==> src/link_test_pkg.sv <==
package link_test_pkg;

	// --------------------
	// counters
	// --------------------

	localparam int cnt_w = 32;

	// frame counts, good counts and programmed frame totals
	typedef logic [cnt_w-1:0] cnt_t;

	// --------------------
	// sequence byte
	// --------------------

	typedef logic [7:0] seq_t;

	localparam seq_t seq_max = 8'hff;   // wraps to 0 after this

	// xor pattern for a damaged sequence byte
	localparam seq_t fault_mask = 8'h80;

	// --------------------
	// checker states
	// --------------------

	typedef enum logic [1:0] {
		idle,        // nothing armed
		wait_zero,   // armed, looking for sequence 0
		running,     // counting frames
		finished     // total reached at a gap
	} chk_state_t;

endpackage

==> src/frame_gen.sv <==
`timescale 1ns/1ps

module frame_gen #(
	parameter int frame_len = 16,
	parameter int gap_len = 4,
	parameter int seq_pos = 2
) (
	input logic clk,
	input logic rst,
	input logic start,
	input link_test_pkg::cnt_t num_frames,
	output logic tx_en,
	output link_test_pkg::seq_t tx_data,
	output link_test_pkg::cnt_t frame_idx
);
	import link_test_pkg::*;

	// one offset counter serves both the frame and the gap
	localparam int span = (frame_len > gap_len) ? frame_len : gap_len;
	localparam int off_w = $clog2(span + 1);

	localparam logic [off_w-1:0] frame_last = off_w'(frame_len - 1);
	localparam logic [off_w-1:0] gap_last = off_w'(gap_len - 1);
	localparam logic [off_w-1:0] seq_off = off_w'(seq_pos);

	typedef enum logic [1:0] {
		ph_idle,
		ph_frame,
		ph_gap
	} phase_t;

	phase_t phase;
	logic [off_w-1:0] off;   // byte offset in frame, or cycle in gap
	cnt_t frame_cnt;         // frames sent so far
	logic can_start;

	// a start inside a frame is dropped so frames are never cut short
	assign can_start = start && (num_frames != '0) && (phase != ph_frame);

	// --------------------
	// phase machine
	// --------------------

	always_ff @(posedge clk) begin
		if (rst) begin
			phase <= ph_idle;
			off <= '0;
			frame_cnt <= '0;
		end else if (can_start) begin
			phase <= ph_frame;
			off <= '0;
			frame_cnt <= '0;
		end else begin
			case (phase)
				ph_frame: begin
					if (off == frame_last) begin
						phase <= ph_gap;
						off <= '0;
						frame_cnt <= frame_cnt + 1;
					end else begin
						off <= off + off_w'(1);
					end
				end

				ph_gap: begin
					if (off == gap_last) begin
						off <= '0;
						// last gap done, back to idle
						if (frame_cnt >= num_frames)
							phase <= ph_idle;
						else
							phase <= ph_frame;
					end else begin
						off <= off + off_w'(1);
					end
				end

				default: begin
					off <= '0;
				end
			endcase
		end
	end

	// --------------------
	// byte stream
	// --------------------

	assign tx_en = (phase == ph_frame);

	// sequence number is frame index mod 256, filler is the offset
	assign tx_data = (off == seq_off) ? seq_t'(frame_cnt) : seq_t'(off);

	assign frame_idx = frame_cnt;   // only meaningful while tx_en

	// every frame is followed by at least one idle cycle
	a_frame_len: assert property (
		@(posedge clk) disable iff (rst)
		tx_en [*frame_len] |=> !tx_en
	);

endmodule

==> src/frame_fault.sv <==
`timescale 1ns/1ps

module frame_fault #(
	parameter int seq_pos = 2
) (
	input logic clk,
	input logic rst,
	input logic tx_en,
	input link_test_pkg::seq_t tx_data,
	input link_test_pkg::cnt_t frame_idx,
	input link_test_pkg::cnt_t fault_period,
	output logic rx_en,
	output link_test_pkg::seq_t rx_data
);
	import link_test_pkg::*;

	// offset only has to reach seq_pos, then it saturates
	localparam int off_w = $clog2(seq_pos + 2);
	localparam logic [off_w-1:0] seq_off = off_w'(seq_pos);
	localparam logic [off_w-1:0] off_sat = off_w'(seq_pos + 1);

	logic [off_w-1:0] off;   // offset of the byte now on tx_data
	cnt_t pcnt;              // position of the frame in its fault period
	cnt_t pcnt_next;
	cnt_t pcnt_cur;
	logic first_byte;
	logic hit;

	assign first_byte = tx_en && (off == '0);

	// period restarts with frame 0 or after its last frame
	assign pcnt_next = (frame_idx == '0 || pcnt == fault_period) ? cnt_t'(1) : pcnt + 1;
	assign pcnt_cur = first_byte ? pcnt_next : pcnt;

	assign hit = tx_en && (off == seq_off) && (fault_period != '0)
		&& (pcnt_cur == fault_period);

	// --------------------
	// control
	// --------------------

	always_ff @(posedge clk) begin
		if (rst) begin
			off <= '0;
			pcnt <= '0;
			rx_en <= 1'b0;
		end else begin
			rx_en <= tx_en;
			if (!tx_en)
				off <= '0;
			else if (off != off_sat)
				off <= off + off_w'(1);
			if (first_byte)
				pcnt <= pcnt_next;
		end
	end

	// payload, one cycle behind tx
	always_ff @(posedge clk) begin
		rx_data <= hit ? (tx_data ^ fault_mask) : tx_data;
	end

	// a period of 1 would damage frame 0 and the checker never starts
	a_period: assert property (
		@(posedge clk) disable iff (rst)
		tx_en |-> (fault_period != cnt_t'(1))
	);

endmodule

==> src/seq_checker.sv <==
`timescale 1ns/1ps

module seq_checker #(
	parameter int seq_pos = 2
) (
	input logic clk,
	input logic rst,
	input logic start,
	input link_test_pkg::cnt_t num_frames,
	input logic rx_en,
	input link_test_pkg::seq_t rx_data,
	output link_test_pkg::cnt_t count,
	output link_test_pkg::cnt_t ok,
	output logic valid,
	output logic done,
	output link_test_pkg::chk_state_t state
);
	import link_test_pkg::*;

	// edge counter saturates past the compare slot
	localparam int off_w = $clog2(seq_pos + 3);
	localparam logic [off_w-1:0] seq_off = off_w'(seq_pos);
	localparam logic [off_w-1:0] seq_off_1 = off_w'(seq_pos + 1);
	localparam logic [off_w-1:0] off_sat = off_w'(seq_pos + 2);

	logic [off_w-1:0] off;   // bytes seen in this frame
	seq_t seq_cur;           // sequence of the current frame
	seq_t seq_prev;          // sequence of the frame before
	seq_t seq_exp;
	logic seq_on;            // sequence byte on rx_data
	logic seq_on_1;          // one byte later, compare slot
	logic seq_match;

	assign seq_on = rx_en && (off == seq_off);
	assign seq_on_1 = rx_en && (off == seq_off_1);

	// expected value wraps 255 -> 0
	assign seq_exp = (seq_prev == seq_max) ? '0 : seq_prev + 8'd1;
	assign seq_match = (seq_cur == seq_exp);

	assign done = (state == finished);

	// --------------------
	// frame offset
	// --------------------

	always_ff @(posedge clk) begin
		if (rst)
			off <= '0;
		else if (!rx_en)
			off <= '0;   // gap restarts the count
		else if (off != off_sat)
			off <= off + off_w'(1);
	end

	// sequence capture, damaged values kept as they came
	always_ff @(posedge clk) begin
		if (seq_on) begin
			seq_cur <= rx_data;
			seq_prev <= seq_cur;
		end
	end

	// --------------------
	// state machine
	// --------------------

	always_ff @(posedge clk) begin
		if (rst) begin
			state <= idle;
			count <= '0;
			ok <= '0;
			valid <= 1'b0;
		end else begin
			valid <= rx_en && (state != idle);
			if (start) begin
				// re-arm from any state
				state <= wait_zero;
				count <= '0;
				ok <= '0;
			end else begin
				case (state)
					wait_zero: begin
						if (seq_on_1 && seq_cur == '0) begin
							count <= cnt_t'(1);
							ok <= cnt_t'(1);
							state <= running;
						end
					end

					running: begin
						if (seq_on_1) begin
							count <= count + 1;
							if (seq_match)
								ok <= ok + 1;
						end else if (!rx_en && count == num_frames) begin
							state <= finished;
						end
					end

					default: begin
						state <= state;   // idle and finished hold
					end
				endcase
			end
		end
	end

	// --------------------
	// checks
	// --------------------

	a_ok_le_count: assert property (
		@(posedge clk) disable iff (rst)
		ok <= count
	);

	// total is stable while a run is counting
	a_count_bound: assert property (
		@(posedge clk) disable iff (rst)
		(state == running) |-> (count <= num_frames)
	);

endmodule

==> src/link_test_top.sv <==
`timescale 1ns/1ps

module link_test_top #(
	parameter int frame_len = 16,
	parameter int gap_len = 4,
	parameter int seq_pos = 2
) (
	input logic clk,
	input logic rst,
	input logic start,
	input link_test_pkg::cnt_t num_frames,
	input link_test_pkg::cnt_t fault_period,
	output link_test_pkg::cnt_t count,
	output link_test_pkg::cnt_t ok,
	output logic valid,
	output logic done,
	output link_test_pkg::chk_state_t state
);
	import link_test_pkg::*;

	// --------------------
	// stream wires
	// --------------------

	logic tx_en;
	seq_t tx_data;
	cnt_t frame_idx;
	logic rx_en;    // tx delayed one cycle
	seq_t rx_data;

	frame_gen #(
		.frame_len(frame_len),
		.gap_len(gap_len),
		.seq_pos(seq_pos)
	) frame_gen_i (
		.clk(clk),
		.rst(rst),
		.start(start),
		.num_frames(num_frames),
		.tx_en(tx_en),
		.tx_data(tx_data),
		.frame_idx(frame_idx)
	);

	frame_fault #(
		.seq_pos(seq_pos)
	) frame_fault_i (
		.clk(clk),
		.rst(rst),
		.tx_en(tx_en),
		.tx_data(tx_data),
		.frame_idx(frame_idx),
		.fault_period(fault_period),
		.rx_en(rx_en),
		.rx_data(rx_data)
	);

	// checker sees only the received stream
	seq_checker #(
		.seq_pos(seq_pos)
	) seq_checker_i (
		.clk(clk),
		.rst(rst),
		.start(start),
		.num_frames(num_frames),
		.rx_en(rx_en),
		.rx_data(rx_data),
		.count(count),
		.ok(ok),
		.valid(valid),
		.done(done),
		.state(state)
	);

endmodule

==> config.mk <==
export PLATFORM = sky130hd
export DESIGN_NAME = link_test_top
export DESIGN_NICKNAME = d
export VERILOG_FILES = /design/src/link_test_pkg.sv /design/src/frame_gen.sv /design/src/frame_fault.sv /design/src/seq_checker.sv /design/src/link_test_top.sv
export SDC_FILE = /design/constraint.sdc
export NUM_CORES = 1
export LEC_CHECK = 0
export ABC_AREA = 1
export ABC_CLOCK_PERIOD_IN_PS = 7020
export BUFFER_PORTS_ARGS = -buffer_cell sky130_fd_sc_hd__buf_2
export CAP_MARGIN = 40
export CORE_ASPECT_RATIO = 0.75
export CORE_MARGIN = 2
export CORE_UTILIZATION = 65
export CTS_BUF_LIST = sky130_fd_sc_hd__clkbuf_2 sky130_fd_sc_hd__clkbuf_4 sky130_fd_sc_hd__clkbuf_8
export DETAILED_ROUTE_END_ITERATION = 10
export PLACE_DENSITY_LB_ADDON = 0.12
export RECOVER_POWER = 25
export SYNTH_ARGS = -nofsm -noshare
export SYNTH_HDL_FRONTEND = slang
export SYNTH_SLANG_ARGS = --single-unit
==> constraint.sdc <==
create_clock -name clk -period 7.02 [get_ports clk]
set_clock_uncertainty 0.2 [all_clocks]
set_input_delay 1.404 -clock clk [delete_from_list [all_inputs] [get_ports clk]]
set_output_delay 1.404 -clock clk [all_outputs]
set_load 0.02 [all_outputs]
==> results of run 1 <==
-- flip-flops by register name (all words and copies together), names as in the netlist --
signal,flops
frame_fault_i.off,2
frame_fault_i.pcnt,32
frame_fault_i.rx_data,8
frame_fault_i.rx_en,1
frame_gen_i.frame_idx,32
frame_gen_i.off,5
frame_gen_i.phase,2
seq_checker_i.count,32
seq_checker_i.off,3
seq_checker_i.ok,32
seq_checker_i.seq_cur,8
seq_checker_i.seq_prev,8
seq_checker_i.state,2
seq_checker_i.valid,1
-- cells by family (layout without fill, tap and decap cells) --
family,after synthesis,after routing,synth area share [%]
AO/OA/AOI/OAI,190,190,9.545
XOR/XNOR,89,89,7.014
adder cells (fa/ha/maj),55,55,6.133
buffers and inverters,262,402,8.909
flip-flops,168,168,31.40
AND/OR/NAND/NOR,933,933,37.00
-- stage by stage --
step                      setup WS (ps)  total power [mW]  instance area [um^2]  hold WS [ps]
after floorplan                    3779             1.148                 11220         185.5
after global placement             2557             1.210                 12060         186.6
after detailed placement           2393             1.220                 12080         188.7
after CTS                          2882             1.906                 12470         207.9
after global routing               2103             1.978                 12440         215.3
final                              2357             1.905                 12440         206.9
-- worst paths after layout --
kind | from | end | depth (start not counted)
max | rst | seq_checker_i.count[17] | 6
min | frame_fault_i.rx_data[5] | seq_checker_i.seq_cur[5] | 0
min reg2reg | frame_fault_i.rx_data[5] | seq_checker_i.seq_cur[5] | 0
max reg2reg | seq_checker_i.state[0] | seq_checker_i.count[11] | 8
-- worst reg2reg max path, cell delays in order (launching register included) --
cell	delay (ps)
sky130_fd_sc_hd__dfxtp_1	370
sky130_fd_sc_hd__inv_1	130
sky130_fd_sc_hd__ha_1	600
sky130_fd_sc_hd__inv_1	510
sky130_fd_sc_hd__nand2_1	240
sky130_fd_sc_hd__nand2_1	450
sky130_fd_sc_hd__inv_1	750
sky130_fd_sc_hd__o21ai_0	200
sky130_fd_sc_hd__a21oi_1	180
-- per-layer routing --
metal  global-route usage, %  up-vias  routed length (um)
li1                        -     5804                   -
met1                   48.08     5264               13910
met2                   47.82      511               12680
met3                   7.953       42                2843
met4                   7.339        0                 386
met5                       0        -                   0
-- power groups by stage --
stage | clock (mW) | combinational [mW] | sequential, mW
after detailed placement | 0 | 0.218 | 1.00
after global placement | 0 | 0.208 | 1.00
after floorplan | 0 | 0.146 | 1.00
final | 0.700 | 0.225 | 0.980
after global routing | 0.747 | 0.249 | 0.981
after CTS | 0.707 | 0.220 | 0.980
-- synth_stat cells, types with 17 or more instances --
library cell | count | area share, %
sky130_fd_sc_hd__clkbuf_1 | 17 | 0.57
sky130_fd_sc_hd__nand2_1 | 436 | 15
sky130_fd_sc_hd__o21ai_0 | 47 | 2.1
sky130_fd_sc_hd__nor4_1 | 28 | 1.6
sky130_fd_sc_hd__ha_1 | 55 | 6.1
sky130_fd_sc_hd__dfxtp_1 | 152 | 27
sky130_fd_sc_hd__inv_2 | 18 | 0.60
sky130_fd_sc_hd__xnor2_1 | 39 | 3.0
sky130_fd_sc_hd__nand3_1 | 82 | 3.7
sky130_fd_sc_hd__nand4_1 | 54 | 3.0
sky130_fd_sc_hd__xor2_1 | 49 | 3.8
sky130_fd_sc_hd__a21oi_1 | 94 | 4.2
sky130_fd_sc_hd__nor2_1 | 213 | 7.1
sky130_fd_sc_hd__nor3_1 | 60 | 2.7
sky130_fd_sc_hd__inv_1 | 210 | 7.0
-- cell type report --
type / count / share of cell area [%]
Multi-Input combinational cell: 1267 / 53.85
Sequential cell: 168 / 28.32
Inverter: 234 / 7.059
Timing Repair Buffer: 137 / 5.480
Clock buffer: 23 / 2.343
Tap cell: 215 / 2.162
Clock inverter: 8 / 0.7944
-- layout by cell type (no fill, tap or decap), types with 4 or more instances in the layout --
master | synthesis | final
sky130_fd_sc_hd__nand2_2 | 4 | 5
sky130_fd_sc_hd__xnor2_1 | 39 | 39
sky130_fd_sc_hd__o21a_1 | 8 | 8
sky130_fd_sc_hd__nor2_1 | 213 | 213
sky130_fd_sc_hd__edfxtp_1 | 16 | 16
sky130_fd_sc_hd__nand4_1 | 54 | 54
sky130_fd_sc_hd__a21oi_1 | 94 | 94
sky130_fd_sc_hd__and3_1 | 4 | 4
sky130_fd_sc_hd__o21ai_0 | 47 | 47
sky130_fd_sc_hd__buf_2 | 7 | 118
sky130_fd_sc_hd__nor3_1 | 60 | 60
sky130_fd_sc_hd__nand3_1 | 82 | 82
sky130_fd_sc_hd__dfxtp_1 | 152 | 152
sky130_fd_sc_hd__clkinv_1 | 6 | 6
sky130_fd_sc_hd__inv_2 | 18 | 18
sky130_fd_sc_hd__inv_1 | 210 | 210
sky130_fd_sc_hd__ha_1 | 55 | 55
sky130_fd_sc_hd__o2111ai_1 | 7 | 7
sky130_fd_sc_hd__nand2_1 | 436 | 435
sky130_fd_sc_hd__nor4_1 | 28 | 28
sky130_fd_sc_hd__clkbuf_4 | 0 | 4
sky130_fd_sc_hd__a211oi_1 | 9 | 9
sky130_fd_sc_hd__o21ai_1 | 7 | 7
sky130_fd_sc_hd__nor3b_1 | 4 | 4
sky130_fd_sc_hd__clkbuf_8 | 0 | 19
sky130_fd_sc_hd__nor2_4 | 5 | 5
sky130_fd_sc_hd__clkbuf_1 | 17 | 17
sky130_fd_sc_hd__xor2_1 | 49 | 49
sky130_fd_sc_hd__nor2_2 | 8 | 8
sky130_fd_sc_hd__nor3_2 | 5 | 5
sky130_fd_sc_hd__a31oi_1 | 4 | 4
sky130_fd_sc_hd__nand3b_1 | 13 | 13
==> metrics.cfg, run 1 <==
[power]
net-switching-power_uw = 516.5
internal_power_contribution_mw = 1.389
power.share.switching_pct = 27.11
peakVddDrop_uv = 117.6
combinationalPowerShare_pct = 11.8
power.share.clock_pct = 36.8
pwr_density_cell_nw_per_um2 = 153.1
power_leakage_nw = 5.237
share_seq_of_total_power_pct = 51.5

[timing]
timing.final.hold_violations = 0
final-setup-viol-count = 0
setup-tns-final_ps = 0
final_min_period_over_clock_period_pct = 66.43
timing_max_transition_violations_final = 39
tightestPinTransition_ps = 2250
period_needed_ps = 4663
max-slew-margin-rel_pct = -49.97
achievable_clock_frequency_mhz = 214.4
unrepaired_setup_endpoints_after_global_routing = false

[critical_path]
rrSetupSlack_ps = 3350
worst_ep_required_time_ps = 7190
cp.buffers_inverters = 2
worst_setup_path_start_kind = input pin
timing.critical_path.cells = clkbuf_1 -> nor2_1 -> nand2_1 -> inv_1 -> o21ai_1 -> a21oi_1
crit_path_max_incr_delay_ps = 1560
critPathSlowestCell = sky130_fd_sc_hd__clkbuf_1
critical-path-top-delay-family = buffers and inverters
critPathCaptureType = flip-flop
worst-path-max-fanout = 38
setup.worst_path.class = in -> reg
cp.arrival_ps = 4830

[layout]
multi_input_area_um2 = 6700
fill_cells = 1443
sequential_cell_area_um2 = 3523
finish.utilization_pct = 73.73
layoutNonFillerInstCount = 2052
drive_above_1_share_pct = 11.16
insertedDiodeCount = 0
finalNetCount = 1947
area_growth_syn_to_layout_pct = 10.89

[cts]
cts.path.max_buffers = 2
cts-htree-levels = 4
worst_skew_pair.late_latency_ps = 470
cts-buffers-inserted = 17
post-cts-setup-buffer-count = 0
worst_setup_hold_path_clk_slew_ps = 100
cts_sinks = 168
clock_tree.root_cell = sky130_fd_sc_hd__clkbuf_8
cts_tree = yes
ctsHoldBuffers = 0
cts_resized = 0

[floorplanning]
die_area_um2 = 18340
core_area_um2 = 16880
fp.dieH_um = 117.8
fp.dieW_um = 155.7
starting_density_of_the_core_pct = 66.48
pin_count = 135
rows = 41

[yosys]
yosys_warnings = 0
synth_cell_types = 54
postSynth.asyncResetShare_pct = 0
syn-cell-area_um2 = 11220
syn_nets = 1819
synth_enable_flop_cells = 16
seq_area_frac_synth_pct = 31.40
post_synth_inst_count = 1697
synth_flop_cell = sky130_fd_sc_hd__dfxtp_1
ys_ff_latch = 168
synth_area_per_cell_um2 = 6.612

[global_route]
globalRouteTotalUtil_pct = 32.51
globalRouteOverflowTotal = 0
vias_in_the_first_global_route = 10180
antenna_found_initial = 0
maximum_number_of_pins_on_one_net_before_global_route_repair = 50
grt_pass1_wl_mm = 48.82

[worst_hold_path]
worst_hold_path_type = reg -> reg

[run]
drv.max_cap_violation_count = 1

[status]
violations = capacitance limit, slew limit
outcome = complete, but fails checks

[routing]
drt-vias-per-instance = 5.663
detailed_router_iteration_count_before_antenna_repair = 5
postRouteWirelength_mm = 29.82
detailroute.via_count = 11620
dr.first_iter.drc_count = 1186
drt.antenna.violating_nets = 0
detailed_route_wire_length_per_cell_um = 14.53
detail_route.drc_violations = 0

[placement]
gp_congestion = 0.9880
dp.cells = 2021
buffer_ports.inserted = 134
dp_hpwl_mm = 22.80

Power figures use the tool's default switching activity.
==> run 2: changes to the inputs <==
- ABC_CLOCK_PERIOD_IN_PS: 7020 -> 4110
- CORE_UTILIZATION: 65 -> 55
- clock period: 7.02 -> 4.11 ns (I/O delays scaled with it)
==> run 2 against run 1 <==
Net effect:
- the run still ends with capacitance limit, slew limit left
- sequential power grew 70%
- routed wire length grew 2.2%
- via count shrank 1.5%
- critical path depth grew 13
- clock power grew 99%
- total power grew 81%
- sequential share of layout area shrank 0.38 points
- critical endpoint is now frame_gen_i.frame_idx[28]
- largest power group unchanged
==> metrics.cfg, run 2 (synthesis results as in run 1) <==
[status]
outcome = complete, but fails checks
violations = capacitance limit, slew limit

[layout]
drive_above_1_share_pct = 11.44  ; +0.28 points
finalNetCount = 1954  ; +0.36%
mostFrequentLayoutCell = sky130_fd_sc_hd__nand2_1
sequential_cell_area_um2 = 3523  ; unchanged
area_growth_syn_to_layout_pct = 12.42
insertedDiodeCount = 0  ; unchanged
multi_input_area_um2 = 6700  ; unchanged
most_used_cells_in_the_layout_excluding_fill_and_tap_cells = sky130_fd_sc_hd__nand2_1, sky130_fd_sc_hd__nor2_1, sky130_fd_sc_hd__inv_1, sky130_fd_sc_hd__dfxtp_1, sky130_fd_sc_hd__buf_2
fill_cells = 1957  ; +36%

[critical_path]
worst_reg2reg_path_startpoint = frame_gen_i.off[0]
rrSetupSlack_ps = 750  ; -2600 ps
worst-path-max-fanout = 6  ; -84%
critPathCaptureType = flip-flop
crit_path_start = frame_gen_i.off[0]
worst_setup_path_start_kind = flip-flop
r2r-end = frame_gen_i.frame_idx[28]
worst_ep_required_time_ps = 4280  ; -2910 ps
worst_r2r_path_depth = 19  ; +11
timing.critical_path.to = frame_gen_i.frame_idx[28]
cp.arrival_ps = 3520  ; -1310 ps
setup.worst_path.class = reg -> reg

[global_route]
maximum_number_of_pins_on_one_net_before_global_route_repair = 39  ; -22%
routing_layer_with_the_top_usage_in_global_route = met2
grt.met3_usage_pct = 5.496  ; -2.5 points
vias_in_the_first_global_route = 10000  ; -1.8%
grt_pass1_wl_mm = 49.31  ; +1.0%
groute.layer.met1.usage_pct = 41.76  ; -6.3 points
globalRouteOverflowTotal = 0  ; unchanged
globalRouteTotalUtil_pct = 28.20  ; -4.3 points
gr-usage-met2_pct = 42.50  ; -5.3 points
antenna_found_initial = 0  ; unchanged

[cts]
clock_tree.root_cell = sky130_fd_sc_hd__clkbuf_8
cts_sinks = 168  ; unchanged
worst_skew_pair.late_latency_ps = 470  ; about the same
cts.path.max_buffers = 2  ; unchanged
cts_resized = 0  ; unchanged
worst_setup_hold_path_clk_slew_ps = 100  ; about the same
post-cts-setup-buffer-count = 0  ; unchanged
cts-htree-levels = 4  ; unchanged
cts_tree = yes
cts-buffers-inserted = 17  ; unchanged
ctsHoldBuffers = 0  ; unchanged

[placement]
dp_hpwl_mm = 23.63  ; +3.6%
gp_congestion = 0.9126  ; -7.6%
pre_cts_slack_ps = 718.0  ; -1675 ps
buffer_ports.inserted = 134  ; unchanged

[routing]
detailroute.via_count = 11450  ; -1.5%
detailed_route_wire_length_per_cell_um = 14.49  ; -0.29%
postRouteWirelength_mm = 30.47  ; +2.2%
detail_route.drc_violations = 0  ; unchanged
drt.antenna.violating_nets = 0  ; unchanged
drt-vias-per-instance = 5.446  ; -3.8%
detailed_router_iteration_count_before_antenna_repair = 6  ; +1
dr.first_iter.drc_count = 1013  ; -15%

[floorplanning]
starting_density_of_the_core_pct = 55.82  ; -11 points
core_area_um2 = 20100  ; +19%
die_area_um2 = 21570  ; +18%
fp.dieW_um = 168.9  ; +8.5%
pin_count = 135  ; unchanged
rows = 45  ; +9.8%
fp.dieH_um = 127.7  ; +8.4%

[run]
drv.max_cap_violation_count = 1  ; unchanged

[power]
peakVddDrop_uv = 155.3  ; +32%
pwr_density_cell_nw_per_um2 = 273.5  ; +79%
power_leakage_nw = 5.276  ; +0.75%

[timing]
period_needed_ps = 3357
timing_max_transition_violations_final = 38  ; -2.6%
timing.final.hold_violations = 0  ; unchanged
achievable_clock_frequency_mhz = 297.9
max-slew-margin-rel_pct = -33.70  ; +16 points
final-setup-viol-count = 0  ; unchanged
tightestPinTransition_ps = 2005  ; -244.2 ps
setup_ws_ps = 752.9  ; -1604 ps
final_min_period_over_clock_period_pct = 81.68
unrepaired_setup_endpoints_after_global_routing = false
setup-tns-final_ps = 0  ; unchanged

[worst_hold_path]
worst_hold_path_type = reg -> reg

## run 2: worst min-delay path by stage
| stage | cells after the start | end | start | slack [ps] |
|---|---|---|---|---|
| after floorplan | 0 | seq_checker_i.seq_cur[0] | frame_fault_i.rx_data[0] | 190 |
| after global placement | 0 | seq_checker_i.seq_cur[5] | frame_fault_i.rx_data[5] | 190 |
| after detailed placement | 0 | seq_checker_i.seq_cur[5] | frame_fault_i.rx_data[5] | 190 |
| after CTS | 0 | seq_checker_i.seq_cur[5] | frame_fault_i.rx_data[5] | 210 |
| after global routing | 0 | seq_checker_i.seq_cur[3] | frame_fault_i.rx_data[3] | 210 |
| final | 0 | seq_checker_i.seq_cur[3] | frame_fault_i.rx_data[3] | 210 |
## run 2: critical path, stage by stage, from the launching register on
cell                      delay, ps
sky130_fd_sc_hd__dfxtp_1        420
sky130_fd_sc_hd__ha_1           220
sky130_fd_sc_hd__nand2_1         80
sky130_fd_sc_hd__nor2_1         160
sky130_fd_sc_hd__ha_1           240
sky130_fd_sc_hd__nand2_4        100
sky130_fd_sc_hd__nor2_4          90
sky130_fd_sc_hd__nand2_2         80
sky130_fd_sc_hd__nor3_4         240
sky130_fd_sc_hd__nand3_2        150
sky130_fd_sc_hd__nor3_2         170
sky130_fd_sc_hd__nand2_1        140
sky130_fd_sc_hd__nor2_4         130
sky130_fd_sc_hd__nand3_2        110
sky130_fd_sc_hd__nor2_4         130
sky130_fd_sc_hd__nand2_2         80
sky130_fd_sc_hd__nor2_4         140
sky130_fd_sc_hd__nand3_1        130
sky130_fd_sc_hd__o21ai_1        180
sky130_fd_sc_hd__a21oi_1         50
## run 2: power by group
part / internal (mW) / leakage, nW / switching (mW)
Clock: 0.739 / 0.234 / 0.648
Sequential: 1.66 / 1.37 / 0.0142
Combinational: 0.123 / 3.67 / 0.266
Total: 2.52 / 5.28 / 0.928
## run 2: layer usage
layer | wire length [um] | vias to the layer above
li1 | - | 5803
met1 | 14920 | 5197
met2 | 12820 | 424
met3 | 2403 | 28
met4 | 333 | 0
met5 | 0 | -
## run 2: layout make-up
class | instances | share of cell area, %
Clock buffer | 22 | 2.351
Clock inverter | 10 | 1.299
Inverter | 234 | 6.963
Multi-Input combinational cell | 1267 | 53.11
Sequential cell | 168 | 27.93
Tap cell | 258 | 2.559
Timing Repair Buffer | 144 | 5.783
## run 2: stage by stage
| step | cell area [um^2] | util, % | hold slack, ps | power [mW] | cells |
|---|---|---|---|---|---|
| finish | 12610 | 62.76 | 209.5 | 3.450 | 2103 |
| CTS | 12640 | 62.90 | 211.5 | 3.473 | 2103 |
| detailed placement | 12180 | 60.61 | 189.7 | 2.096 | 2071 |
| floorplan | 11220 | - | 185.5 | 1.962 | 1697 |
| global route | 12610 | 62.76 | 214.3 | 3.581 | 2103 |
| global placement | 12180 | 60.61 | 185.7 | 2.088 | 2071 |
==> run 3: changes to the inputs <==
- ABC_CLOCK_PERIOD_IN_PS: 4110 -> 2800
- clock period: 4.11 -> 2.8 ns (I/O delays scaled with it)
==> run 3 against run 2 <==
Net effect:
- the flow still finishes with violations (capacitance limit, slew limit)
- via count is 3.4% higher
- sequential power up 47%
- die area stayed put
- cell area rose by 7.3%
- register-to-register slack worse by 700 ps
- first-iteration DRC count is the same
==> metrics.cfg, run 3 (synthesis results as in run 1) <==
[global_route]
grt_pass1_wl_mm = 50.25  ; +1.9%
globalRouteOverflowTotal = 0  ; unchanged
globalRouteTotalUtil_pct = 28.60  ; +0.41 points
antenna_found_initial = 1  ; +1
vias_in_the_first_global_route = 10320  ; +3.2%
maximum_number_of_pins_on_one_net_before_global_route_repair = 37  ; -5.1%

[power]
power.share.switching_pct = 29.14  ; +2.3 points
net-switching-power_mw = 1.399  ; +51%
pwr_density_cell_nw_per_um2 = 354.7  ; +30%
fin_total_pwr_mw = 4.800  ; +39%
combinationalPowerShare_pct = 14.0  ; +2.7 points
share_seq_of_total_power_pct = 51.1  ; +2.6 points
internal_power_contribution_mw = 3.401  ; +35%
power_leakage_nw = 5.808  ; +10%
peakVddDrop_uv = 199.2  ; +28%
power.share.clock_pct = 34.9  ; -5.3 points

[floorplanning]
starting_density_of_the_core_pct = 55.82  ; unchanged
fp.dieW_um = 168.9  ; unchanged
pin_count = 135  ; unchanged
fp.dieH_um = 127.7  ; unchanged
die_area_um2 = 21570  ; unchanged
rows = 45  ; unchanged
core_area_um2 = 20100  ; unchanged

[critical_path]
rrSetupSlack_ps = 50  ; -700 ps
timing.critical_path.to = frame_gen_i.frame_idx[31]
worst_ep_required_time_ps = 2960  ; -1320 ps
worst_setup_path_start_kind = flip-flop
worst-path-max-fanout = 4  ; -2
worst_reg2reg_path_startpoint = frame_gen_i.off[0]
r2r-end = frame_gen_i.frame_idx[31]
setup.worst_path.class = reg -> reg
crit_path_start = frame_gen_i.off[0]
worst_r2r_path_depth = 17  ; -2
cp.arrival_ps = 2920  ; -600 ps
critPathCaptureType = flip-flop

[routing]
detail_route.drc_violations = 0  ; unchanged
detailed_router_iteration_count_before_antenna_repair = 6  ; unchanged
dr.first_iter.drc_count = 1013  ; unchanged
drt.antenna.violating_nets = 0  ; unchanged
drt-vias-per-instance = 5.403  ; -0.78%
postRouteWirelength_mm = 31.40  ; +3.1%
detailroute.via_count = 11840  ; +3.4%
detailed_route_wire_length_per_cell_um = 14.33  ; -1.1%

[timing]
setup_ws_ps = 48.39  ; -704.5 ps
timing.final.hold_violations = 0  ; unchanged
period_needed_ps = 2752  ; -605.5 ps
unrepaired_setup_endpoints_after_global_routing = true
timing.hold.ws_ps = 209.4  ; -0.08300 ps
tightestPinTransition_ps = 1914  ; -91.67 ps
timing_max_transition_violations_final = 37  ; -2.6%
max-slew-margin-rel_pct = -27.58  ; +6.1 points
final-setup-viol-count = 0  ; unchanged
final_min_period_over_clock_period_pct = 98.27  ; +17 points
achievable_clock_frequency_mhz = 363.4  ; +22%

[run]
drv.max_cap_violation_count = 1  ; unchanged

[layout]
most_used_cells_in_the_layout_excluding_fill_and_tap_cells = sky130_fd_sc_hd__nand2_1, sky130_fd_sc_hd__inv_1, sky130_fd_sc_hd__nor2_1, sky130_fd_sc_hd__dfxtp_1, sky130_fd_sc_hd__buf_2
drive_above_1_share_pct = 19.45  ; +8.0 points
mostFrequentLayoutCell = sky130_fd_sc_hd__nand2_1
layoutNonFillerInstCount = 2192  ; +4.2%
finalNetCount = 2042  ; +4.5%
fill_cells = 1842  ; -5.9%
area_growth_syn_to_layout_pct = 20.61
finish.instance_area_um2 = 13530  ; +7.3%

[placement]
pre_cts_slack_ps = -88.31  ; -806.3 ps
dp_hpwl_mm = 24.19  ; +2.4%
gp_congestion = 0.9411  ; +3.1%
placed_area_um2 = 12710  ; +4.3%
buffer_ports.inserted = 134  ; unchanged
dp.cells = 2137  ; +3.2%

[status]
violations = capacitance limit, slew limit
outcome = complete, but fails checks

[cts]
cts-htree-levels = 4  ; unchanged
worst_setup_hold_path_clk_slew_ps = 100  ; about the same
worst_skew_pair.late_latency_ps = 460  ; about the same
cts_sinks = 168  ; unchanged
cts_tree = yes
cts.path.max_buffers = 2  ; unchanged
clock_tree.root_cell = sky130_fd_sc_hd__clkbuf_8
cts-buffers-inserted = 17  ; unchanged

[worst_hold_path]
worst_hold_path_type = reg -> reg

## run 3: cell count changes in the layout (fill, tap and decap cells not counted), sizes merged
| cell | previous run | this run |
|---|---|---|
| buf | 125 | 224 |
| clkbuf | 41 | 26 |
| bufinv | 4 | 1 |
| clkinvlp | 1 | 4 |
| clkinv | 8 | 10 |
| inv | 231 | 233 |
| diode | 0 | 1 |
## run 3: final cells by class
class / count / area [um^2] / share of cell area, %
repair buffers: 232 / 1428 / 10.55
multi-input cells: 1267 / 6998 / 51.71
clock buffers: 18 / 241.5 / 1.784
diodes: 1 / 2.502 / 0.01849
well taps: 258 / 322.8 / 2.385
flip-flops and latches: 168 / 3540 / 26.16
clock inverters: 14 / 122.6 / 0.9061
inverters: 234 / 878.3 / 6.490
## run 3: per-layer routing
layer / vias to the layer above / part of all wire (%) / track usage, % / wire length [um]
met4: 0 / 0.84 / 5.578 / 265
li1: 5990 / - / - / -
met1: 5383 / 48 / 43.09 / 15030
met2: 443 / 43 / 42.86 / 13510
met5: - / 0 / 0 / 0
met3: 28 / 8.3 / 5.094 / 2602
## run 3: how the worst min path moves through the flow
stage,from,endpoint,slack [ps],depth (start not counted)
after global routing,frame_fault_i.rx_data[4],seq_checker_i.seq_cur[4],220,0
after CTS,start,seq_checker_i.count[0],190,4
after detailed placement,frame_fault_i.rx_data[6],seq_checker_i.seq_cur[6],190,0
final,frame_fault_i.rx_data[6],seq_checker_i.seq_cur[6],210,0
after floorplan,frame_fault_i.rx_data[0],seq_checker_i.seq_cur[0],190,0
after global placement,frame_fault_i.rx_data[4],seq_checker_i.seq_cur[4],190,0
## run 3: critical path: stages, from the launching register on
cell and delay [ps]:
sky130_fd_sc_hd__dfxtp_2 360, sky130_fd_sc_hd__ha_4 150, sky130_fd_sc_hd__nand2_4 60, sky130_fd_sc_hd__nor2_4 120, sky130_fd_sc_hd__ha_4 170, sky130_fd_sc_hd__nand2_4 70
sky130_fd_sc_hd__nor3_4 140, sky130_fd_sc_hd__nand2_2 100, sky130_fd_sc_hd__nor2_4 120, sky130_fd_sc_hd__nand3_2 90, sky130_fd_sc_hd__nor2_2 120, sky130_fd_sc_hd__nand4_2 120
sky130_fd_sc_hd__nor3_4 170, sky130_fd_sc_hd__nand2_1 130, sky130_fd_sc_hd__nor2_2 170, sky130_fd_sc_hd__nand3_1 110, sky130_fd_sc_hd__xor2_1 190, sky130_fd_sc_hd__nor2_1 60
## run 3: metrics by stage
stage	util, %	setup TNS, ps
global route	67.33	-2456
floorplan	-	-8.162
finish	67.33	0
detailed placement	63.21	-434.3
global placement	63.21	0
CTS	65.45	0
## run 3: power groups by stage
stage | combinational (mW) | sequential, mW | clock, mW
after floorplan | 0.367 | 2.51 | 0
after global placement | 0.616 | 2.51 | 0
after detailed placement | 0.628 | 2.51 | 0
after CTS | 0.634 | 2.45 | 1.70
after global routing | 0.743 | 2.46 | 1.80
final | 0.671 | 2.45 | 1.68
## run 3: repair_timing
action / 4_1_cts / 5_1_grt
endpoints found under the hold margin: 0 / 0
hold buffers: 0 / 0
pin swaps: 4 / 25
buffers inserted: 6 / 16
resized for setup: 9 / 82
endpoints found under the setup margin: 9 / 53
